**config.mk**
```make
export PLATFORM = sky130hd
export DESIGN_NAME = data_ram
export DESIGN_NICKNAME = d
export VERILOG_FILES = /design/src/cpu_pkg.sv /design/src/data_ram.sv
export SDC_FILE = /design/constraint.sdc
export NUM_CORES = 2
export LEC_CHECK = 0
export BUFFER_PORTS_ARGS = -buffer_cell sky130_fd_sc_hd__buf_2
export CORE_MARGIN = 3
export CORE_UTILIZATION = 45
export CTS_CLUSTER_SIZE = 14
export DETAILED_ROUTE_END_ITERATION = 8
export GPL_ROUTABILITY_DRIVEN = 1
export SLEW_MARGIN = 20
export SYNTH_ARGS = -nofsm -noshare
export SYNTH_HDL_FRONTEND = slang
export SYNTH_SLANG_ARGS = --single-unit
```
**constraint.sdc**
```tcl
create_clock -name clk -period 4.3 [get_ports clk]
set_input_delay 0.215 -clock clk [delete_from_list [all_inputs] [get_ports clk]]
set_output_delay 0.215 -clock clk [all_outputs]
set_load 0.02 [all_outputs]
```
**src/cpu_pkg.sv**
```systemverilog
// RISC8 shared definitions
`default_nettype none

package cpu_pkg;

    localparam int data_width     = 8;
    localparam int addr_width     = 8;
    localparam int pc_width       = 16;
    localparam int rom_depth      = 256;
    localparam int reg_count      = 8;
    localparam int reg_addr_width = 3;
    localparam int opcode_width   = 4;

    // opcodes E and F are unassigned and run as no-ops
    localparam logic [opcode_width-1:0] op_mov   = 4'h0;
    localparam logic [opcode_width-1:0] op_add   = 4'h1;
    localparam logic [opcode_width-1:0] op_sub   = 4'h2;
    localparam logic [opcode_width-1:0] op_jmp   = 4'h3;
    localparam logic [opcode_width-1:0] op_load  = 4'h4;
    localparam logic [opcode_width-1:0] op_store = 4'h5;
    localparam logic [opcode_width-1:0] op_adc   = 4'h6;
    localparam logic [opcode_width-1:0] op_sbc   = 4'h7;
    localparam logic [opcode_width-1:0] op_cmp   = 4'h8;
    localparam logic [opcode_width-1:0] op_jz    = 4'h9;
    localparam logic [opcode_width-1:0] op_jc    = 4'hA;
    localparam logic [opcode_width-1:0] op_jn    = 4'hB;
    localparam logic [opcode_width-1:0] op_jge   = 4'hC;
    localparam logic [opcode_width-1:0] op_jgt   = 4'hD;

    // bit 11 is imm_en for data ops and the condition invert for jumps
    typedef union packed {
        // three-register form
        struct packed {
            logic [opcode_width-1:0]   opcode;
            logic                      imm_en;
            logic [reg_addr_width-1:0] ra;
            logic [reg_addr_width-1:0] rb;
            logic [reg_addr_width-1:0] rc;
            logic [1:0]                pad;
        } reg_form;
        // register plus 8-bit immediate, also the jump offset
        struct packed {
            logic [opcode_width-1:0]   opcode;
            logic                      imm_en;
            logic [reg_addr_width-1:0] ra;
            logic [data_width-1:0]     imm8;
        } imm_form;
    } instr_t;

endpackage

`default_nettype wire
```
**src/data_ram.sv**
```systemverilog
// RISC8 data RAM
`timescale 1ns/1ps
`default_nettype none

module data_ram
    import cpu_pkg::*;
(
    input  wire                      clk,
    input  wire                      we,
    input  wire  [addr_width-1:0]    addr,
    input  wire  [data_width-1:0]    wdata,
    output logic [data_width-1:0]    rdata
);

    logic [data_width-1:0] mem [2**addr_width];

    always_ff @(posedge clk) begin
        if (we) begin
            mem[addr] <= wdata;
        end
    end

    // asynchronous read, so LOAD completes in one cycle
    assign rdata = mem[addr];

endmodule

`default_nettype wire

```
## Yosys cells after proc, flatten, opt, wreduce, memory -nomap -nowiden

Memories as Yosys holds them, arrays and structs flattened.
Index checks and enable logic that the tools add are counted.

- Logic and storage cells: 3
- Bits in latches: 0
- Memories kept: 1
- Bits of input ports: 18
- Bits in registers: 0
- Bits in writable memories: 2048
- Output and inout port bits: 8
- ROM bits: 0

- Magnitude comparators: 0
- Multipliers: 0
- Shift operators: 0
- Reductions and logical operators: 0
- Bitwise operators: 0
- Multiplexer cells: 2
- Divide/modulo/power cells: 0
- Add/subtract/negate cells: 0
- Equality and inequality tests: 0

Memories:

| name | depth | bits a word | read ports | clocked after Yosys merged registers in | wr ports | line | RTL |
|---|---|---|---|---|---|---|---|
| mem | 256 | 8 | 1 | 0 | 1 | data_ram.sv:15 | `logic [data_width-1:0] mem [2**addr_width];` |

Operator list:

| operator | number |
|---|---|
| $mux W1 | 2 |

## Longest topological paths before layout

- Word-level depth: 2
- Gate-level depth with buffers: 10
- Depth with buffers taken out: 5

## Least setup slack after synthesis

OpenSTA, ideal clock, no wires.

- Path kind: input port to flip-flop
- Start: in addr[1]
- End: mem mem[111][0], enable pin
- Arrival: 2.064 ns
- Stages on the path: 9
- Path slack: 1.866 ns
- Required time: 3.930 ns
- Library setup time: 0.370 ns
- Buffers on the path: 5
- Cells stage by stage: buf_2 clkbuf_1 clkbuf_1 nand2_1 buf_2 nor2_1 nand2_1 clkbuf_1 nor2_1

RTL lines:

| element | line | RTL |
|---|---|---|
| start, declared | data_ram.sv:10 | `input wire [addr_width-1:0] addr,` |
| end, declared | data_ram.sv:15 |  |

No word-level cell before the write port.

## Worst setup path after layout

- Start: in addr[0]
- End: out rdata[7]

- Word-level cells in the longest chain between the ends: 1

Ends and longest elaborated chain:

| element | line | RTL |
|---|---|---|
| $mem_v2 Z256 W8 | -- |  |
| end, declared | data_ram.sv:12 | `output logic [data_width-1:0] rdata` |

Every way passes these cells.

==> flow_summary.ini <==
[outcome]
status = complete, no violations

[cts]
clk_transition_reported_paths_ns = 0.06
tritoncts_clock_tree = yes
cts-root-to-sink-buffers = 3
cts_sinks = 2048
cts_resized = 0
clockRootBuffer = sky130_fd_sc_hd__clkbuf_16
holdBufCountCts = 7
post_cts.repair.setup_buffers = 0
cts_max_level = 4
numCtsBuffers = 204

[setup_path]
critical_path.startpoint_type = primary input
worst_ep_required_ns = 4.09
critical_path_class = in -> out
critical-path-max-stage-delay_ns = 0.84
cp_slowest_cell = sky130_fd_sc_hd__o41ai_1
critical_path.cell_chain = buf_8, buf_4, mux4_2, a22oi_1, a21oi_1, o41ai_1, nand4_1, buf_2
critPathCaptureType = primary output
worst_path_dominant_cell_family = compound AO/OA/AOI/OAI gates
cp.arrival_ns = 3.89
worst-path-max-fanout = 43
path_buf_inv = 3

[power]
power_per_cell_area_nw_per_um2 = 460.7
power.share.clock = 0.421
ir_worst_vdd_uv = 349.2
net-switching-power_mw = 8.793
comb_power_share = 0.047
static-leakage-power_nw = 27.62
power.share.switching = 0.2125
power.internal_mw = 32.59
p_seq_frac = 0.532
p_total_mw = 41.38

[timing]
timing.final.crit_period_ns = 4.100
slew-limit-headroom = 0.2346
final_count_of_pins_violating_max_slew = 0
rsz0062_at_grt = no
max_clock_freq_ghz = 0.2439
period_share = 0.9536
finalSetupTns_ns = 0
worst_slew_pin_tran_ns = 1.148
finalHoldViolCount = 0
setup_viol = 0

[drt]
detail_route.wl_per_cell_um = 30.61
drt-initial-drc-count = 4471
vias = 37960
drt_pre_antenna_iters = 6
drt.antenna.violating_nets = 0
drc = 0
vias_per_cell = 5.994
wirelength_um = 193800

[die]
die_x_um = 423.2
core_area_um2 = 172300
floorplan.initialDensity = 0.4546
io_pins = 26
overall_die_height_um = 423.2
floorplan.die_area_um2 = 179100
row_count = 152

[cells_and_area]
multi_input_area_um2 = 15800
layout_top_registers = mem: 2048 flops
filler_cell_count = 13440
fin_cells = 6332
largest_register_ffs = 2048
largest-register = mem
final_layout_size_suffix_gt1_frac = 0.2834
finish.utilization = 0.5212
number_of_nets_in_the_finished_design = 3872
storage_element_area_um2 = 61500
area_growth_syn_to_layout_pct = 14.65

[place]
gp_congestion = 0.8006
hpwlAfterDp_um = 116400
post-place-cells = 5951
numPortBuffers = 25

[yosys]
yosys-top-cells-count = sky130_fd_sc_hd__edfxtp_1 (2,048), sky130_fd_sc_hd__mux4_2 (512), sky130_fd_sc_hd__a22oi_1 (256)
yosys_warnings = 0
synth_largest_type_area_fraction = 0.7851
yosysTopAreaCell = sky130_fd_sc_hd__edfxtp_1
async_flop_share = 0
postSynthRegisterBits = 2048
syn_area_per_cell_um2 = 22.13
postSynthNetCount = 3557
synth_edf_count = 2048
synth_ff_type = sky130_fd_sc_hd__edfxtp_1
synthCells = 3539
post_synth_instance_area_um2 = 78330
ys_seq_area_frac = 0.7851
synth_area_leaders = sky130_fd_sc_hd__edfxtp_1 (79%), sky130_fd_sc_hd__mux4_2 (15%), sky130_fd_sc_hd__a22oi_1 (2.5%), sky130_fd_sc_hd__nor2_1 (1.1%), sky130_fd_sc_hd__a21oi_1 (0.82%)
yosys.cell_types.count = 21
synthMostInstantiatedCell = sky130_fd_sc_hd__edfxtp_1

[global_routing]
first_global_vias = 38920
initial_antenna_violation_count = 4
globalRoute.totalOverflow = 0
global_route_wire_length_before_repair_um = 282800
grt_max_degree = 155
grt_usage = 0.2177

[flow_run]
max_cap_viol = 0

[hold_path]
min-delay-path-class = in -> reg
## kinds of logic after synthesis
kind of cell    share of synthesized area
buf+inv                           0.01404
simple gates                      0.01736
compound gates                    0.03629
mux                                0.1472
flops                              0.7851
## path summary, 6_finish.rpt
path	depth (start not counted)	endpoint	from
min	1	mem[113][7]	wdata[7]
max	8	rdata[7]	addr[0]
## metrics by stage
stage	hold slack, ns	worst slack [ns]	area, um2
floorplan	0.3139	1.866	78330
global placement	0.7273	-0.5744	83170
detailed placement	0.7481	0.1303	83190
CTS	0.05215	0.1310	89800
global route	0.05774	0.09371	89810
finish	0.03096	0.1996	89810
## power by group through the flow
stage	combinational, mW	clock (mW)	sequential [mW]
floorplan	0.999	0	22.4
global placement	1.95	0	22.4
detailed placement	1.98	0	22.4
CTS	1.99	17.7	22.0
global route	2.07	18.6	22.0
finish	1.96	17.4	22.0
## metal layers
metal	part of all wire	wire length, um	global-route usage	vias up
met5	0	0	0	-
met4	0.026	5079	0.06073	0
met3	0.071	13690	0.03665	266
met2	0.48	93980	0.3446	1469
met1	0.42	81080	0.3157	20540
li1	-	-	-	15690
## final cells by class
type / instances / area share
Multi-Input combinational cell: 1258 / 0.1759
Inverter: 1 / 0.00004179
Clock inverter: 127 / 0.01438
Antenna cell: 3 / 0.00008359
Clock buffer: 244 / 0.05851
Tap cell: 2310 / 0.03218
Sequential cell: 2048 / 0.6848
Timing Repair Buffer: 341 / 0.03413
## placed cells by master, fill, tap and decap left out, drive strengths merged
| cell | instances |
|---|---|
| or2 | 2 |
| and2 | 3 |
| nor2b | 7 |
| mux4 | 512 |
| clkinv | 94 |
| o41ai | 32 |
| buf | 334 |
| dlygate4sd3 | 7 |
| inv | 11 |
| nand2b | 6 |
| diode | 3 |
| a21oi | 128 |
| nor2 | 232 |
| a22oi | 256 |
| bufinv | 19 |
| nand2 | 28 |
| clkbuf | 244 |
| nand4 | 8 |
| or3 | 1 |
| edfxtp | 2048 |
| clkinvlp | 4 |
| nand3 | 13 |
| nor3 | 30 |
No activity file was read; power rests on OpenSTA's default activity.
