**src/cpu_pkg.sv**
```systemverilog
// RISC8 shared definitions
`default_nettype none

package cpu_pkg;

    localparam int data_width     = 8;
    localparam int addr_width     = 8;
    localparam int pc_width       = 16;
    localparam int rom_depth      = 256;
    localparam int reg_count      = 8;
    localparam int reg_addr_width = 3;
    localparam int opcode_width   = 4;

    // opcodes E and F are unassigned and run as no-ops
    localparam logic [opcode_width-1:0] op_mov   = 4'h0;
    localparam logic [opcode_width-1:0] op_add   = 4'h1;
    localparam logic [opcode_width-1:0] op_sub   = 4'h2;
    localparam logic [opcode_width-1:0] op_jmp   = 4'h3;
    localparam logic [opcode_width-1:0] op_load  = 4'h4;
    localparam logic [opcode_width-1:0] op_store = 4'h5;
    localparam logic [opcode_width-1:0] op_adc   = 4'h6;
    localparam logic [opcode_width-1:0] op_sbc   = 4'h7;
    localparam logic [opcode_width-1:0] op_cmp   = 4'h8;
    localparam logic [opcode_width-1:0] op_jz    = 4'h9;
    localparam logic [opcode_width-1:0] op_jc    = 4'hA;
    localparam logic [opcode_width-1:0] op_jn    = 4'hB;
    localparam logic [opcode_width-1:0] op_jge   = 4'hC;
    localparam logic [opcode_width-1:0] op_jgt   = 4'hD;

    // bit 11 is imm_en for data ops and the condition invert for jumps
    typedef union packed {
        // three-register form
        struct packed {
            logic [opcode_width-1:0]   opcode;
            logic                      imm_en;
            logic [reg_addr_width-1:0] ra;
            logic [reg_addr_width-1:0] rb;
            logic [reg_addr_width-1:0] rc;
            logic [1:0]                pad;
        } reg_form;
        // register plus 8-bit immediate, also the jump offset
        struct packed {
            logic [opcode_width-1:0]   opcode;
            logic                      imm_en;
            logic [reg_addr_width-1:0] ra;
            logic [data_width-1:0]     imm8;
        } imm_form;
    } instr_t;

endpackage

`default_nettype wire
```
**src/program_counter.sv**
```systemverilog
// RISC8 program counter and branch logic
`timescale 1ns/1ps
`default_nettype none

module program_counter
    import cpu_pkg::*;
(
    input  wire                    clk,
    input  wire                    reset,
    input  wire instr_t            instr,
    input  wire                    flag_c,
    input  wire                    flag_v,
    input  wire                    flag_n,
    input  wire                    flag_z,
    output logic [pc_width-1:0]    pc
);

    logic                cond;
    logic                taken;
    logic [pc_width-1:0] imm_ext;
    logic [pc_width-1:0] step;

    assign imm_ext = {{(pc_width-data_width){instr.imm_form.imm8[data_width-1]}},
                      instr.imm_form.imm8};

    always_comb begin
        cond  = 1'b0;
        taken = 1'b0;
        case (instr.imm_form.opcode)
            op_jmp: taken = 1'b1;
            op_jz:  cond  = flag_z;
            op_jc:  cond  = flag_c;
            op_jn:  cond  = flag_n;
            op_jge: cond  = (flag_n == flag_v);
            op_jgt: cond  = (flag_n == flag_v) && !flag_z;
            default: ;
        endcase
        // bit 11 flips the test of a conditional jump
        if (instr.imm_form.opcode inside {op_jz, op_jc, op_jn, op_jge, op_jgt}) begin
            taken = cond ^ instr.imm_form.imm_en;
        end
    end

    assign step = taken ? imm_ext : pc_width'(1);

    always_ff @(posedge clk) begin
        if (reset) begin
            pc <= '0;
        end else begin
            pc <= pc + step;
        end
    end

    // flags and the ROM word feed back into pc, so any X would stick
    assert property (@(posedge clk) disable iff (reset) !$isunknown(pc));

endmodule

`default_nettype wire

```
**config.mk**
```make
export PLATFORM = sky130hd
export DESIGN_NAME = program_counter
export DESIGN_NICKNAME = d
export VERILOG_FILES = /design/src/cpu_pkg.sv /design/src/program_counter.sv
export SDC_FILE = /design/constraint.sdc
export NUM_CORES = 1
export LEC_CHECK = 0
export BUFFER_PORTS_ARGS = -buffer_cell sky130_fd_sc_hd__buf_2
export CAP_MARGIN = 20
export CORE_MARGIN = 1.5
export CORE_UTILIZATION = 40
export CTS_CLUSTER_DIAMETER = 150
export DETAILED_ROUTE_END_ITERATION = 16
export PLACE_DENSITY = 0.76
export SLEW_MARGIN = 20
export SYNTH_ARGS = -nofsm -noshare
export SYNTH_HDL_FRONTEND = slang
export SYNTH_SLANG_ARGS = --single-unit
```
**constraint.sdc**
```tcl
create_clock -name clk -period 6.4 [get_ports clk]
set_input_delay 0.96 -clock clk [delete_from_list [all_inputs] [get_ports clk]]
set_output_delay 0.96 -clock clk [all_outputs]
set_load 0.01 [all_outputs]
```
[Word level (Yosys, flattened, before mapping)]
Index checks and enable logic that the tools add are counted.
Cells by class
  add/subtract/negate cells: 1
  eq/ne operators: 7
  mux-type cells: 4
  bitwise gates (word level): 1
  reduce and logical (&&, ||, !) cells: 3
Operators by type and width (number)
  4-bit == test (second input constant): 5
  16-bit adder: 1
  16-bit 2-to-1 mux: 1
  1-bit one-hot mux with 5 select lines: 1
  5-bit nonzero test: 1
  4-bit by 2-bit == test with 1-bit output (second input constant): 1
  1-bit 2-to-1 mux: 2
  1-bit == test: 1
  1-bit logical AND: 1
  1-bit zero test: 1
  1-bit bitwise XOR: 1
Storage, ports and cells
  register bits: 16
  input bits: 22
  output and inout bits: 16
  word-level logic and storage cells: 17

[Longest topological paths before layout]
Gate-level depths: netlist of run 1.
  depth in word-level cells: 7
  depth in mapped cells: 14
  depth with buffers taken out: 14

[Least setup slack after synthesis of run 1]
No wires, ideal clock.
  kind: in2reg
  start point: input port instr[12] (netlist name)
  end point: register pc[12]
  library setup time: 0.128 ns
  data arrival time: 3.495 ns
  data required time: 6.272 ns
  setup slack: 2.777 ns
  stages: 14
  path buffers: 0
  path through: and3b_1 nor4_1 nand4b_1 o21a_1 nand3b_1 ha_1 fa_1 a21o_1 a21oi_1 o21a_1 o21ai_1 a31oi_1 xor2_1 nor2_1
Between the ends
  cells in the longest elaborated chain, start to end: 6
  elaborated cells on any way between the ends: 13
  those cells by class: add/sub: 1; eq/ne: 6; mux: 4; bitwise: 1; reduce/logical: 1
RTL lines
  start: declaration: line program_counter.sv:10  | input wire instr_t instr,
  4-bit == test: line program_counter.sv:29, program_counter.sv:39
  1-bit one-hot mux with 5 select lines: line program_counter.sv:29  | case (instr.imm_form.opcode)
  1-bit bitwise XOR: line program_counter.sv:40  | taken = cond ^ instr.imm_form.imm_en;
  1-bit 2-to-1 mux (*): line program_counter.sv:39  | if (instr.imm_form.opcode inside {op_jz, op_jc, op_jn, op_jge, op_jgt}) begin
  16-bit 2-to-1 mux (*): line program_counter.sv:44  | assign step = taken ? imm_ext : pc_width'(1);
  16-bit adder (*): line program_counter.sv:50  | pc <= pc + step;
  end signal: assignment: line program_counter.sv:50
  end: declaration: line program_counter.sv:15  | output logic [pc_width-1:0] pc
Every way passes the cells marked *; elsewhere a longest branch is shown, timed or not.
A chain may end at the register's enable or synchronous reset.

[Worst setup path after layout of run 1]
  start point: input port instr[13] (netlist name)
  end point: register pc[12]
The elaborated chain is that of the path after synthesis.

==> results of run 1 <==
layout by cell type (no fill, tap or decap), types with 2 or more instances in the layout:
master	count
nand4_1	2
xnor2_1	9
o21a_1	3
o21bai_1	4
buf_2	34
nand2_1	4
dfxtp_1	16
nor4_1	2
ha_1	15
a21o_1	6
nand3b_1	2
inv_1	6
nor2b_1	4
nor2_1	20
clkbuf_4	3
nand3_1	2
o21ai_1	4
nor4b_1	2
a21oi_1	10
and3_2	6
xor2_1	6
worst max-delay path: cells and delay by family:
kind                       cells  cell delay, ns
and+or+nand+nor                5            0.90
buffers and inverters          1            0.15
adders and majority gates      2            0.66
AOI/OAI and AO/OA              6            1.30
xor gates and xnor gates       1            0.18
final timing paths:
kind,start,slack [ns],end
setup / recovery,instr[13],2.45,pc[12]
hold / removal,pc[0],0.62,pc[0]
setup reg to reg,pc[0],4.06,pc[12]
hold reg to reg,pc[0],0.62,pc[0]
through the flow:
step | hold slack [ns] | worst slack [ns]
CTS | 0.627 | 2.47
detailed placement | 0.605 | 2.15
global placement | 0.575 | 2.30
global route | 0.697 | 2.23
floorplan | 0.629 | 2.78
finish | 0.620 | 2.45
kinds of logic (layout without fill, tap and decap cells):
group           after synthesis  count (layout)  synth area share
simple gates                 52              52             0.237
flops                        16              16             0.261
buf+inv                       8              44            0.0244
xor+xnor                     15              15             0.107
compound gates               34              34             0.202
fa+ha+maj                    16              16             0.169
cell type report:
cell class,instances,area (um2)
inverters,6,22.5
clock buffers,4,36.3
fillers,276,1360
repair buffers,34,170
well taps,31,38.8
flip-flops and latches,16,320
multi-input cells,117,878
per-layer routing:
metal	up-vias	GRT usage	part of all wire
li1	585	-	-
met3	5	0.0374	0.052
met1	545	0.204	0.43
met4	0	0.0631	0.016
met2	29	0.366	0.50
met5	-	0	0
power breakdown:
group	total (mW)	switching (mW)	internal, mW
Combinational	0.139	0.0759	0.0634
Clock	0.0718	0.0370	0.0348
Sequential	0.128	0.0105	0.117
Total	0.339	0.123	0.215
==> run summary, run 1 <==
max incr delay on CP = 0.42 ns
maxcap violations = 0
largest net degree at the start of global routing = 21
FF+latch count, synth = 16
DR WL/cell = 13.8 um
die area = 3410 um2
worst rel slew slack = 0.647
post-route design area = 1470 um2
DRC Markers = 0
first-pass GRT wire length = 5060 um
Yosys cell types = 37
leakage power = 0.736 nW
cell count after synthesis = 141
type of origin of the critical path = input pin
max FFs per register = 16
clk_lat worst skew = 0.31 ns
Most flops, register = pc
top cells by area, synth = dfxtp_1 (26%), ha_1 (15%), xnor2_1 (6.4%), nor2_1 (6.1%), xor2_1 (4.3%)
PortBufs = 34
# resized after CTS = 0
syn nets = 179
Final Skew = 0.00950 ns
DR vias/cell = 5.60
FP Rows = 19
Die Wd = 58.4 um
biggest regs = pc (16)
HP Class = reg2reg
synth-to-layout area growth = 19.3%
ys flop type = dfxtp_1
number of global-route vias before repair = 1,237
CP max-delay cell = fa_1
initial antenna violation count = 0
Tcrit/Tclk final = 0.617
register area share after synthesis = 0.261
I/O Pins = 38
max-slew violation count = 0
critical-path maximum fanout = 7
clock buffer depth = 2
grt ovf = 0
Setup Buffers After CTS = 0
DP Cell Count = 204
final hold vios = 0
Min Clock Period, post-route = 3.95 ns
Slew @ Worst Pin = 0.527 ns
PwrDens = 231 nW/um2
Die Y = 58.4 um
maximum VDD drop = 171 uV
total wire length = 2870 um
area share of the largest cell type after synthesis = 0.261
# hold bufs at CTS = 0
WHS Path Cells = 2
initial core utilization = 0.434
Core Region = 2830 um2
antenna viol nets, final = 0
data arrival time of the worst path = 4.14 ns
f_max = 253 MHz
Layout Utilization = 0.518
setup TNS = 0 ns
Setup CP Type = in2reg
share of layout cells above drive strength 1 = 0.266
unrepaired setup endpoints after global routing = false
placed cell area = 1430 um2
Antenna Cells = 0
most frequent CP cell = o21a_1
RD Place Congestion = 0.862
R2R depth = 9
hpwl dp = 2290 um
count of final setup violators = 0
ys async rst share = 0
total power = 339 uW
CTS sink cnt = 16
Inserted Clock Buffers = 3
Non-Filler Instances = 208
# H-tree levels = 1
root buf cell = clkbuf_4
Synth area leader = dfxtp_1
Ys Warns = 0
outcome = completed
DRT iter0 DRCs = 57
worst path cell trace = buf_2 > and3b_1 > nor4_1 > nand4b_1 > o21a_1 > nand3b_1 > ha_1 > fa_1 > a21o_1 > a21oi_1 > o21a_1 > o21ai_1 > a31oi_1 > xor2_1 > nor2_1
clock edge transition at the registers on the reported setup and hold paths = 0.10 ns
drt pass-1 iters = 4
Tot GR Track Use = 0.190
Synth Cell Area = 1230 um2
average size of a mapped cell = 8.71 um2
CP endpoint kind = flop
top cells by instance count after synthesis = nor2_1 (20), dfxtp_1 (16), ha_1 (15)
final net count = 216
EDFF count, synth = 0
vias = 1,164
CTS tree = done
most common cell in the netlist = nor2_1
CP required = 6.59 ns
Note: power is estimated with default switching activity, not from simulation.
==> run 2, diff against run 1 <==
- ABC_AREA: unset -> 1
- PLACE_DENSITY: 0.76 -> 0.78
- clock period: 6.4 -> 3.5 ns (I/O delays scaled with it)
==> run summary, run 2 <==
RD Place Congestion = 0.894 (+3.7%)
CTS sink cnt = 16 (unchanged)
most frequent CP cell = nand2_1
DR WL/cell = 9.67 um (-30%)
largest net degree at the start of global routing = 15 (-29%)
Ys Warns = 0 (unchanged)
Die Wd = 59.9 um (+2.5%)
R2R depth = 11 (+2)
CP max-delay cell = fa_1
PwrDens = 324 nW/um2 (+40%)
biggest regs = pc (16)
worst path cell trace = buf_2 > inv_4 > nand2_1 > nor2_1 > nand2_2 > nand3_1 > nand3_2 > nand2_2 > inv_2 > or2_1 > ha_1 > fa_1 > nand2_1 > nand3_1 > o21ai_2 > o21ai_2 > a21oi_2 > o21ai_2 > nand2_1 > nand2_1 > nor2_1
die area = 3590 um2 (+5.1%)
DP Worst Slack = 0.450 ns (-1.70 ns)
final net count = 267 (+24%)
Antenna Cells = 0 (unchanged)
register area share after synthesis = 0.247 (-0.0133)
Clock power frac = 0.254 (+0.042)
worst rel slew slack = 0.722 (+0.0753)
Tot GR Track Use = 0.162 (-0.0280)
f_max = 361 MHz
met1 Use GR = 0.197 (-0.00697)
cell count after synthesis = 191 (+35%)
GR Util met3 = 0.0216 (-0.0157)
unrepaired setup endpoints after global routing = false
Logic pwr share = 0.321 (-0.090)
final hold vios = 0 (unchanged)
Layout Utilization = 0.507 (-0.0110)
top cells by instance count after synthesis = nand2_1 (34), inv_1 (26), nor2_1 (24)
Most flops, register = pc
clock buffer depth = 2 (unchanged)
Slew @ Worst Pin = 0.417 ns (-0.110 ns)
initial core utilization = 0.424 (-0.0101)
DRT iter0 DRCs = 25 (-56%)
# resized after CTS = 0 (unchanged)
first-pass GRT wire length = 4500 um (-11%)
average size of a mapped cell = 6.78 um2 (-22%)
synth-to-layout area growth = 19.6%
Core Region = 3050 um2 (+7.9%)
# hold bufs at CTS = 0 (unchanged)
CTS tree = done
CP endpoint kind = flop
commonest non-fill, non-tap cells in the layout = nand2_1 (34), buf_2 (34), inv_1 (26)
syn nets = 229 (+28%)
data arrival time of the worst path = 3.01 ns (-1.13 ns)
type of origin of the critical path = input pin
Synth area leader = dfxtp_1
Tcrit/Tclk final = 0.791
top cells by area, synth = dfxtp_1 (25%), ha_1 (14%), nand2_1 (9.9%), a21oi_1 (8.9%), inv_1 (7.5%)
leakage power = 0.875 nW (+19%)
# H-tree levels = 1 (unchanged)
ys flop type = dfxtp_1
FP Rows = 20 (+1)
Setup Buffers After CTS = 0 (unchanged)
area share of the largest cell type after synthesis = 0.247 (-0.0133)
hpwl dp = 2100 um (-8.3%)
drt pass-1 iters = 4 (unchanged)
PortBufs = 34 (unchanged)
clock edge transition at the registers on the reported setup and hold paths = 0.10 ns (about the same)
number of global-route vias before repair = 1,129 (-8.7%)
antenna viol nets, final = 0 (unchanged)
FF+latch count, synth = 16 (unchanged)
Min Clock Period, post-route = 2.77 ns
GR Util met2 = 0.276 (-0.0896)
Seq pwr share = 0.426 (+0.049)
most used routing layer in global routing = met2
vias = 1,310 (+13%)
setup TNS = 0 ns (unchanged)
DRC Markers = 0 (unchanged)
critical-path maximum fanout = 7 (unchanged)
Fill cells = 322 (+17%)
outcome = completed
CP required = 3.74 ns (-2.85 ns)
ys async rst share = 0 (unchanged)
I/O Pins = 38 (unchanged)
WHS Path Cells = 2 (unchanged)
clk_lat worst skew = 0.29 ns (-0.02 ns)
sw frac = 0.343 (-0.0211)
initial antenna violation count = 0 (unchanged)
max FFs per register = 16 (unchanged)
total wire length = 2630 um (-8.3%)
Synth Cell Area = 1290 um2 (+5.4%)
root buf cell = clkbuf_4
DR vias/cell = 4.82 (-14%)
most common cell in the netlist = nand2_1
Final Skew = 0.00354 ns (-0.00596 ns)
grt ovf = 0 (unchanged)
max-slew violation count = 0 (unchanged)
Setup CP Type = in2reg
Die Y = 59.9 um (+2.5%)
max incr delay on CP = 0.40 ns (-0.02 ns)
NetSw = 172 uW (+40%)
HP Class = in2reg
setup ws final = 0.731 ns (-1.72 ns)
EDFF count, synth = 0 (unchanged)
Yosys cell types = 28 (-24%)
Fin Hold WS = 0.402 ns (-0.218 ns)
maximum VDD drop = 106 uV (-38%)
maxcap violations = 0 (unchanged)
Inserted Clock Buffers = 3 (unchanged)
count of final setup violators = 0 (unchanged)
Internal = 330 uW (+53%)
share of layout cells above drive strength 1 = 0.259 (-0.00676)
==> run 2: cell type report <==
class | instances | area, um2 | area share
multi-input cells | 146 | 860 | 0.555
flip-flops and latches | 16 | 320 | 0.207
repair buffers | 34 | 170 | 0.110
inverters | 28 | 108 | 0.0695
well taps | 44 | 55.1 | 0.0355
clock buffers | 4 | 36.3 | 0.0234
==> run 2: worst max-delay path, delay by kind of cell <==
kind                     cells  cell delay [ns]
AND/OR/NAND/NOR             12             1.12
adder cells (fa/ha/maj)      2             0.60
buffers and inverters        3             0.24
AO/OA/AOI/OAI                4             0.52
==> run 2: per-layer routing <==
layer	wire length, um	vias up
met4	57	0
met2	1190	17
met5	0	-
li1	-	705
met1	1310	584
met3	73	4
==> run 2: path summary, 6_finish.rpt <==
kind                                 from     end  slack (ns)
worst max-delay path            instr[14]  pc[12]        0.73
worst min-delay path                reset   pc[1]        0.40
worst max register to register      pc[0]  pc[12]        1.61
worst min register to register      pc[0]   pc[0]        0.60
==> run 2: cell families (layout without fill, tap and decap cells) <==
family | count (synthesis) | count (layout) | synth area share
buf+inv | 29 | 66 | 0.0889
flops | 16 | 16 | 0.247
fa+ha+maj | 16 | 16 | 0.160
compound gates | 46 | 46 | 0.207
simple gates | 84 | 84 | 0.297
==> run 2: power groups by stage <==
| stage | registers [mW] | clock network, mW | logic, mW |
|---|---|---|---|
| 6_report | 0.214 | 0.127 | 0.161 |
| 2_1_floorplan | 0.228 | 0 | 0.100 |
| 3_5_place_dp | 0.218 | 0 | 0.159 |
| 5_1_grt | 0.216 | 0.137 | 0.186 |
| 4_1_cts | 0.214 | 0.131 | 0.161 |
| 3_3_place_gp | 0.218 | 0 | 0.157 |
==> run 2: per-stage QoR <==
step	power, mW	instance area [um2]	std cells
finish	0.502	1550	272
global route	0.538	1550	272
CTS	0.506	1550	272
detailed placement	0.377	1510	268
global placement	0.374	1510	268
floorplan	0.328	1290	191
