### src/cpu_pkg.sv
// RISC8 shared definitions
`default_nettype none

package cpu_pkg;

    localparam int data_width     = 8;
    localparam int addr_width     = 8;
    localparam int pc_width       = 16;
    localparam int rom_depth      = 256;
    localparam int reg_count      = 8;
    localparam int reg_addr_width = 3;
    localparam int opcode_width   = 4;

    // opcodes E and F are unassigned and run as no-ops
    localparam logic [opcode_width-1:0] op_mov   = 4'h0;
    localparam logic [opcode_width-1:0] op_add   = 4'h1;
    localparam logic [opcode_width-1:0] op_sub   = 4'h2;
    localparam logic [opcode_width-1:0] op_jmp   = 4'h3;
    localparam logic [opcode_width-1:0] op_load  = 4'h4;
    localparam logic [opcode_width-1:0] op_store = 4'h5;
    localparam logic [opcode_width-1:0] op_adc   = 4'h6;
    localparam logic [opcode_width-1:0] op_sbc   = 4'h7;
    localparam logic [opcode_width-1:0] op_cmp   = 4'h8;
    localparam logic [opcode_width-1:0] op_jz    = 4'h9;
    localparam logic [opcode_width-1:0] op_jc    = 4'hA;
    localparam logic [opcode_width-1:0] op_jn    = 4'hB;
    localparam logic [opcode_width-1:0] op_jge   = 4'hC;
    localparam logic [opcode_width-1:0] op_jgt   = 4'hD;

    // bit 11 is imm_en for data ops and the condition invert for jumps
    typedef union packed {
        // three-register form
        struct packed {
            logic [opcode_width-1:0]   opcode;
            logic                      imm_en;
            logic [reg_addr_width-1:0] ra;
            logic [reg_addr_width-1:0] rb;
            logic [reg_addr_width-1:0] rc;
            logic [1:0]                pad;
        } reg_form;
        // register plus 8-bit immediate, also the jump offset
        struct packed {
            logic [opcode_width-1:0]   opcode;
            logic                      imm_en;
            logic [reg_addr_width-1:0] ra;
            logic [data_width-1:0]     imm8;
        } imm_form;
    } instr_t;

endpackage

`default_nettype wire
### src/datapath.sv
// RISC8 datapath
`timescale 1ns/1ps
`default_nettype none

module datapath
    import cpu_pkg::*;
(
    input  wire                        clk,
    input  wire                        reset,
    input  wire instr_t                instr,
    input  wire  [data_width-1:0]      mem_rdata,
    output logic                       reg_we,
    output logic [reg_addr_width-1:0]  reg_waddr,
    output logic [data_width-1:0]      reg_wdata,
    output logic                       mem_we,
    output logic [addr_width-1:0]      mem_addr,
    output logic [data_width-1:0]      mem_wdata,
    output logic                       flag_c,
    output logic                       flag_v,
    output logic                       flag_n,
    output logic                       flag_z
);

    logic [opcode_width-1:0]   opcode;
    logic                      imm_en;
    logic [reg_addr_width-1:0] ra, rb, rc;
    logic [reg_addr_width-1:0] raddr_a;
    logic [data_width-1:0]     imm8, rdata_a, rdata_b, operand_b, alu_result;
    logic                      reg_we_raw, mem_we_raw, flags_we;
    logic                      is_load, is_store;

    instruction_decoder i_decoder (
        .instr, .opcode, .imm_en, .ra, .rb, .rc, .imm8,
        .reg_we_raw, .mem_we_raw, .flags_we
    );

    assign is_load  = (opcode == op_load);
    assign is_store = (opcode == op_store);

    // two-operand forms read and write ra, three-register forms read rb
    assign raddr_a   = (imm_en || is_load || is_store || opcode == op_cmp) ? ra : rb;
    assign operand_b = imm_en ? imm8 : rdata_b;

    register_file i_regs (
        .clk, .we(reg_we), .waddr(reg_waddr), .wdata(reg_wdata),
        .raddr_a, .raddr_b(rc), .rdata_a, .rdata_b
    );

    alu i_alu (
        .clk, .reset, .opcode, .operand_a(rdata_a), .operand_b,
        .flags_we, .result(alu_result), .flag_c, .flag_v, .flag_n, .flag_z
    );

    // register-indirect address comes from rc
    assign mem_addr  = ((is_load || is_store) && !imm_en) ? rdata_b : imm8;
    assign mem_wdata = rdata_a;
    assign mem_we    = mem_we_raw && !reset;

    assign reg_waddr = ra;
    assign reg_wdata = is_load ? mem_rdata : alu_result;
    assign reg_we    = reg_we_raw && !reset;

endmodule

`default_nettype wire

### src/register_file.sv
// RISC8 register file
`timescale 1ns/1ps
`default_nettype none

module register_file
    import cpu_pkg::*;
(
    input  wire                         clk,
    input  wire                         we,
    input  wire  [reg_addr_width-1:0]   waddr,
    input  wire  [data_width-1:0]       wdata,
    input  wire  [reg_addr_width-1:0]   raddr_a,
    input  wire  [reg_addr_width-1:0]   raddr_b,
    output logic [data_width-1:0]       rdata_a,
    output logic [data_width-1:0]       rdata_b
);

    logic [data_width-1:0] regs [reg_count];

    always_ff @(posedge clk) begin
        if (we) begin
            regs[waddr] <= wdata;
        end
    end

    // reads see the old value until the edge
    assign rdata_a = regs[raddr_a];
    assign rdata_b = regs[raddr_b];

endmodule

`default_nettype wire

### src/alu.sv
// RISC8 ALU and flags
`timescale 1ns/1ps
`default_nettype none

module alu
    import cpu_pkg::*;
(
    input  wire                       clk,
    input  wire                       reset,
    input  wire  [opcode_width-1:0]   opcode,
    input  wire  [data_width-1:0]     operand_a,
    input  wire  [data_width-1:0]     operand_b,
    input  wire                       flags_we,
    output logic [data_width-1:0]     result,
    output logic                      flag_c,
    output logic                      flag_v,
    output logic                      flag_n,
    output logic                      flag_z
);

    logic [data_width-1:0] b_eff;
    logic                  carry_in;
    logic                  use_adder;
    logic [data_width:0]   sum_full;
    logic [data_width-1:0] sum_low;
    logic                  c_out;
    logic                  v_out;

    // subtraction is A + ~B + carry
    always_comb begin
        b_eff     = operand_b;
        carry_in  = 1'b0;
        use_adder = 1'b1;
        case (opcode)
            op_add: ;
            op_sub, op_cmp: begin
                b_eff    = ~operand_b;
                carry_in = 1'b1;
            end
            op_adc: carry_in = flag_c;
            op_sbc: begin
                b_eff    = ~operand_b;
                carry_in = flag_c;
            end
            default: use_adder = 1'b0;
        endcase
    end

    assign sum_full = {1'b0, operand_a} + {1'b0, b_eff} + {{data_width{1'b0}}, carry_in};
    // top bit of the low sum is the carry into bit 7
    assign sum_low  = {1'b0, operand_a[data_width-2:0]} + {1'b0, b_eff[data_width-2:0]}
                      + {{(data_width-1){1'b0}}, carry_in};

    // pass-through (MOV) yields no carry and no overflow
    assign result = use_adder ? sum_full[data_width-1:0] : operand_b;
    assign c_out  = use_adder & sum_full[data_width];
    assign v_out  = use_adder & (sum_full[data_width] ^ sum_low[data_width-1]);

    always_ff @(posedge clk) begin
        if (reset) begin
            flag_c <= 1'b0;
            flag_v <= 1'b0;
            flag_n <= 1'b0;
            flag_z <= 1'b0;
        end else if (flags_we) begin
            flag_c <= c_out;
            flag_v <= v_out;
            flag_n <= result[data_width-1];
            flag_z <= (result == '0);
        end
    end

endmodule

`default_nettype wire

### src/instruction_decoder.sv
// RISC8 instruction decoder
`timescale 1ns/1ps
`default_nettype none

module instruction_decoder
    import cpu_pkg::*;
(
    input  wire instr_t                    instr,
    output logic [opcode_width-1:0]        opcode,
    output logic                           imm_en,
    output logic [reg_addr_width-1:0]      ra,
    output logic [reg_addr_width-1:0]      rb,
    output logic [reg_addr_width-1:0]      rc,
    output logic [data_width-1:0]          imm8,
    output logic                           reg_we_raw,
    output logic                           mem_we_raw,
    output logic                           flags_we
);

    // both views share opcode, imm_en and ra
    assign opcode = instr.imm_form.opcode;
    assign imm_en = instr.imm_form.imm_en;
    assign ra     = instr.imm_form.ra;
    assign imm8   = instr.imm_form.imm8;
    assign rb     = instr.reg_form.rb;
    assign rc     = instr.reg_form.rc;

    always_comb begin
        reg_we_raw = 1'b0;
        mem_we_raw = 1'b0;
        flags_we   = 1'b0;
        case (opcode)
            op_mov, op_add, op_sub, op_adc, op_sbc: begin
                reg_we_raw = 1'b1;
                flags_we   = 1'b1;
            end
            // compare only sets flags
            op_cmp:   flags_we   = 1'b1;
            op_load:  reg_we_raw = 1'b1;
            op_store: mem_we_raw = 1'b1;
            default: ;
        endcase
    end

endmodule

`default_nettype wire

### config.mk
export PLATFORM = sky130hd
export DESIGN_NAME = datapath
export DESIGN_NICKNAME = d
export VERILOG_FILES = /design/src/cpu_pkg.sv /design/src/datapath.sv /design/src/register_file.sv /design/src/alu.sv /design/src/instruction_decoder.sv
export SDC_FILE = /design/constraint.sdc
export NUM_CORES = 1
export LEC_CHECK = 0
export BUFFER_PORTS_ARGS = -buffer_cell sky130_fd_sc_hd__buf_2
export CAP_MARGIN = 30
export CORE_ASPECT_RATIO = 0.75
export CORE_MARGIN = 8
export CORE_UTILIZATION = 59
export DETAILED_ROUTE_END_ITERATION = 8
export PLACE_DENSITY = 0.9
export SYNTH_ARGS = -nofsm -noshare
export SYNTH_HDL_FRONTEND = slang
export SYNTH_HIERARCHICAL = 1
export SYNTH_SLANG_ARGS = --single-unit
### constraint.sdc
create_clock -name clk -period 6.2 [get_ports clk]
set_clock_uncertainty 0.1 [all_clocks]
set_input_delay 0.62 -clock clk [delete_from_list [all_inputs] [get_ports clk]]
set_output_delay 0.62 -clock clk [all_outputs]
set_load 0.005 [all_outputs]
Word level (Yosys, flattened, before mapping) --
Memories as Yosys holds them, arrays and structs flattened. Index checks and enable logic that the tools add are counted.
Storage, ports and cells: flip-flop bits (word level) 4, bits in writable memories 64, input bits 26, output and inout bits 33, logic and storage cells 50, memories 1
Operators by class: add/sub/neg operators 4, eq/ne operators 7, mux-type cells 13, bitwise gates (word level) 4, reduce and logical (&&, ||, !) cells 17
Memories:
- i_regs.regs | depth 8, bits a word 8, read ports 2, clocked after Yosys merged registers in 0, write ports 1, RTL line register_file.sv:18 | logic [data_width-1:0] regs [reg_count];
Operators by type and width (number):
- two-way mux 8 bit | 5
- == test 4 x 3 -> 1 bit (second input constant) | 4
- OR reduction 6 bit | 2
- adder 8 x 8 -> 9 bit | 1
- adder 9 x 1 -> 9 bit | 1
- adder 7 x 7 -> 8 bit | 1
- adder 8 x 1 -> 8 bit | 1
- zero test 8 bit | 1
- NOT 8 bit | 1
- two-way mux 1 bit | 6
- OR reduction 5 bit | 1
- == test 4 x 1 -> 1 bit (second input constant) | 1
- == test 4 x 2 -> 1 bit (second input constant) | 1
- == test 4 bit (second input constant) | 1
- zero test 4 bit | 1
- logical OR 1 bit | 4
- OR reduction 2 bit | 2
- logical AND 1 bit | 3
- two-way mux 3 bit | 1
- OR reduction 3 bit | 1
- bitwise AND 1 bit | 2
- zero test 1 bit | 2
- one-hot mux 1 bit (2 select lines) | 1
- XOR 1 bit | 1

Logic depth before layout (Yosys ltp) --
An unclocked memory read counts as a cell.
depth in word-level cells 10, depth in mapped cells 17, depth with buffers taken out 14

By module --
The synthesis kept the hierarchy.
By module, submodules not included:
- register_file | times used 1, cells each 135, area each 3078.0 um^2
- alu | times used 1, cells each 102, area each 849.6 um^2
- datapath | times used 1, cells each 35, area each 385.4 um^2
- instruction_decoder | times used 1, cells each 29, area each 217.7 um^2

Least setup slack after synthesis --
Ideal clock, no wire load.
path kind input-to-output, from input instr[12] (netlist bit), to output reg_wdata[6], arrival 4.837 ns, path slack 0.643 ns, cell stages on the path 17, path buffers 3, cells stage by stage buf_4 > or4b_1 > and3b_4 > mux2_4 > buf_6 > buf_12 > mux4_1 > mux2_2 > fa_1 > fa_1 > a211oi_1 > nor3b_2 > o22ai_1 > xor2_1 > o21a_1 > inv_1 > mux2_2
Between the ends: longest elaborated chain between the ends 10
RTL lines:
- start: declaration | RTL line datapath.sv:10 | input wire instr_t instr,
- == test 4 x 3 -> 1 bit | RTL line datapath.sv:37 | assign is_load = (opcode == op_load);
- logical OR 1 bit (2 in series) | RTL line datapath.sv:41 | assign raddr_a = (imm_en || is_load || is_store || opcode == op_cmp) ? ra : rb;
- logical OR 1 bit * | RTL line datapath.sv:41
- two-way mux 3 bit * | RTL line datapath.sv:41
- net raddr_a[0] | RTL line datapath.sv:27 | logic [reg_addr_width-1:0] raddr_a;
- memory (8 x 8 bit) *
- net mem_wdata[0] | RTL line datapath.sv:17 | output logic [data_width-1:0] mem_wdata,
- adder 8 x 8 -> 9 bit * | RTL line alu.sv:49 | assign sum_full = {1'b0, operand_a} + {1'b0, b_eff} + {{data_width{1'b0}}, carry_in};
- adder 9 x 1 -> 9 bit * | RTL line alu.sv:49
- two-way mux 8 bit * | RTL line alu.sv:55 | assign result = use_adder ? sum_full[data_width-1:0] : operand_b;
- net alu_result[6] | RTL line datapath.sv:28 | logic [data_width-1:0] imm8, rdata_a, rdata_b, operand_b, alu_result;
- two-way mux 8 bit * | RTL line datapath.sv:60 | assign reg_wdata = is_load ? mem_rdata : alu_result;
- end: declaration | RTL line datapath.sv:14 | output logic [data_width-1:0] reg_wdata,
The timed path passes the listed nets; every way through them passes the cells marked *.

Worst setup path after layout --
from input instr[13] (netlist bit), to output reg_wdata[6]
Between the ends: longest elaborated chain between the ends 10
RTL lines (RTL line):
- == test 4 x 3 -> 1 bit | datapath.sv:37
- logical OR 1 bit (2 in series) | datapath.sv:41
- logical OR 1 bit * | datapath.sv:41
- two-way mux 3 bit * | datapath.sv:41
- net raddr_a[0] | datapath.sv:27
- memory (8 x 8 bit) *
- adder 8 x 8 -> 9 bit * | alu.sv:49
- adder 9 x 1 -> 9 bit * | alu.sv:49
- two-way mux 8 bit * | alu.sv:55
- net alu_result[6] | datapath.sv:28
- two-way mux 8 bit * | datapath.sv:60
Marked as above.

==> impl_metrics.ini <==
[timing]
finalCriticalPeriod_ps = 5969
max_slew_margin_pct = 34.51
rsz0062_at_grt = false
setup-tns-final_ps = 0
setup_viol = 0
worst_slew_pin_slew_ps = 978.8
fmax_ghz = 0.1675
layout_worst_path_cycle_share_pct = 96.28
final_max_slew_viol_count = 0
timing.final.hold_violations = 0

[logic_synthesis]
synth_cell_types = 58
synth_cells = 301
synth_enable_flop_cells = 64
async_flop_share_pct = 0
ys_ff_latch = 68
ys.flop_type = edfxtp_1
yosysSeqAreaShare_pct = 44.19
synth_top_family_by_area = multiplexers
yosysWarnings = 6
yosys.area_share.adder_pct = 2.817
synth-simple-area-share_pct = 7.816
yosys-mux-area-fraction_pct = 29.47
synth_xor_area_share_pct = 3.259
synth_nets = 336
syn_avg_cell_area_um2 = 15.05
synth_compound_area_share_pct = 5.882
syn_area_um2 = 4531

[clock_network]
cts_buffers = 9
clk_latency_ps = 340
htree_levels = 3
clock_sinks = 68
clk_pin_slew_worst_paths_ps = 80
cts_setup_buffers = 0
root_buffer = clkbuf_8
cts_buffer_depth = 2
cts_tree = yes

[grt]
track_usage_pct = 20.92
grt_first_pass_wirelength_um = 16530
antenna_found_initial = 0
grt_pass1_vias = 3001
grt_overflow = 0
grt_max_degree = 19

[place]
place_congestion = 0.9601
port_buffers = 58
hpwl_um = 8005

[min_path]
min_to = i_alu/flag_n$_SDFFE_PP0P_
hp-class = reg2reg
holdCritStartpoint = i_alu/flag_n$_SDFFE_PP0P_
whs_path_depth = 2

[worst_setup_path]
worst-setup-path-type = in2out
reg2reg_depth = 13
r2r_end = i_regs/regs[5][6]$_DFFE_PP_
worstPathRequired_ps = 5480
reg2reg_slack_ps = 1770
startpoint_type = primary input
end_kind = output pin
worstReg2RegStart = i_regs/regs[6][0]$_DFFE_PP_
worstPathArrival_ps = 5250
critPathMaxFanout = 15

[floorplanning]
die_h_um = 91.89
core_um2 = 7398
start_util_pct = 61.24
design.portCount = 59
rows = 27
dieArea_um2 = 10770
dieWidth_um = 117.2

[route]
ant_nets = 0
wl_per_cell_um = 24.08
drc_errors = 0
dr.pass1.iters = 4
vias = 2832
drtIter0Drc = 216
vias_per_cell = 6.336
wirelength_um = 10760

[power]
powerDensity_nw_per_um2 = 265.2
ir_drop_mv = 0.2263
p_total_mw = 1.312
p_leak_nw = 1.818

[outcome]
run_status = finished clean

[cells_and_area]
fill_cells = 509
multi_input_area_um2 = 2236
area_growth_pct = 9.224
num_antenna_cells = 0
seq_area_um2 = 2002
drive_gt1_share_pct = 42.49
nets = 376

[run]
cap_violations = 0
==> synthesized netlist by cell type, types with 3 or more instances <==
cell | n | area, um2
xnor2_1 | 11 | 96.34
buf_4 | 23 | 172.7
mux2_4 | 3 | 45.04
o22ai_1 | 3 | 18.77
o21ai_1 | 3 | 15.01
clkbuf_1 | 3 | 11.26
nor2b_1 | 3 | 18.77
nand2b_1 | 8 | 50.05
a21oi_1 | 4 | 20.02
mux4_2 | 3 | 67.56
mux4_1 | 29 | 762.0
mux2_2 | 40 | 450.4
a211oi_1 | 3 | 22.52
xor2_1 | 4 | 35.03
dfxtp_1 | 4 | 80.08
edfxtp_1 | 64 | 1922
nand2_1 | 9 | 33.78
nor2_1 | 21 | 78.83
buf_6 | 4 | 45.04
ha_1 | 7 | 87.58
nor4_2 | 3 | 37.54
nor3_1 | 3 | 15.01
==> what timing repair did <==
item	4_1_cts	5_1_grt
gates resized for setup	0	1
setup endpoints to repair	0	1
hold buffers	0	0
==> cells by family after synthesis <==
family                   count (synthesis)
buffers and inverters                   39
AO/OA/AOI/OAI                           32
XOR/XNOR                                16
AND/OR/NAND/NOR                         61
flip-flops                              68
adder cells (fa/ha/maj)                  9
multiplexers                            76
==> worst max path at each step <==
stage,slack [ps],startpoint,depth (start not counted),end
final,230,instr[13],16,reg_wdata[6]
after global routing,90,instr[13],16,reg_wdata[6]
after CTS,220,instr[13],16,reg_wdata[6]
after detailed placement,260,instr[13],16,reg_wdata[6]
after global placement,400,instr[13],16,reg_wdata[6]
after floorplan,640,instr[12],17,reg_wdata[6]
==> cells in the final DEF (no fill, tap or decap), types with 7 or more instances in the layout <==
| cell type | instances |
|---|---|
| edfxtp_1 | 64 |
| buf_2 | 58 |
| mux2_2 | 40 |
| mux4_1 | 29 |
| nor2_1 | 21 |
| xnor2_1 | 11 |
| clkbuf_8 | 9 |
| nand2_1 | 9 |
| nand2b_1 | 8 |
| ha_1 | 7 |
| buf_4 | 7 |
==> cell type report <==
type | instances | area share (%)
Clock buffer | 9 | 2.503
Clock inverter | 7 | 2.149
Inverter | 3 | 0.2276
Tap cell | 101 | 2.554
Multi-Input combinational cell | 194 | 45.18
Sequential cell | 68 | 40.46
Timing Repair Buffer | 65 | 6.928
==> state kept, by name, indices dropped and copies added (netlist names) <==
| register | count |
|---|---|
| i_regs/regs | 64 |
| i_alu/flag_c | 1 |
| i_alu/flag_v | 1 |
| i_alu/flag_z | 1 |
| i_alu/flag_n | 1 |
==> metal layers <==
layer  GRT usage, %  vias up  part of all wire, %
met5              0        -                    0
met4          3.719        0                 0.63
met3          7.466        6                   11
met2          33.27      150                   47
met1          27.23     1397                   42
li1               -     1279                    -
==> worst max-delay path: stages <==
cell and delay, ps:
buf_2 180, or4b_1 550, and3b_4 230, mux2_4 290, mux4_1 570, mux2_2 310
fa_1 490, fa_1 440, a211oi_2 300, nor3b_2 90, o22ai_1 240, xor2_1 200
o21a_1 160, inv_1 50, mux2_2 350, buf_2 160
==> metrics by stage <==
stage | utilization [%] | cells | setup slack, ps | cell area, um2 | hold WS (ps)
after detailed placement | 63.71 | 431 | 255.5 | 4713 | 379.4
after global routing | 66.89 | 447 | 93.21 | 4949 | 414.1
after global placement | 63.71 | 431 | 400.9 | 4713 | 371.1
final | 66.89 | 447 | 230.7 | 4949 | 393.9
after floorplan | - | 301 | 642.7 | 4531 | 369.6
after CTS | 66.82 | 447 | 215.1 | 4943 | 398.0
==> power breakdown <==
| group | leakage, nW | switching (mW) | total (mW) | internal [mW] |
|---|---|---|---|---|
| registers | 0.609 | 0.00352 | 0.539 | 0.536 |
| clock network | 0.116 | 0.184 | 0.417 | 0.233 |
| logic | 1.09 | 0.202 | 0.356 | 0.154 |
No activity file was read; power rests on OpenSTA's default activity.
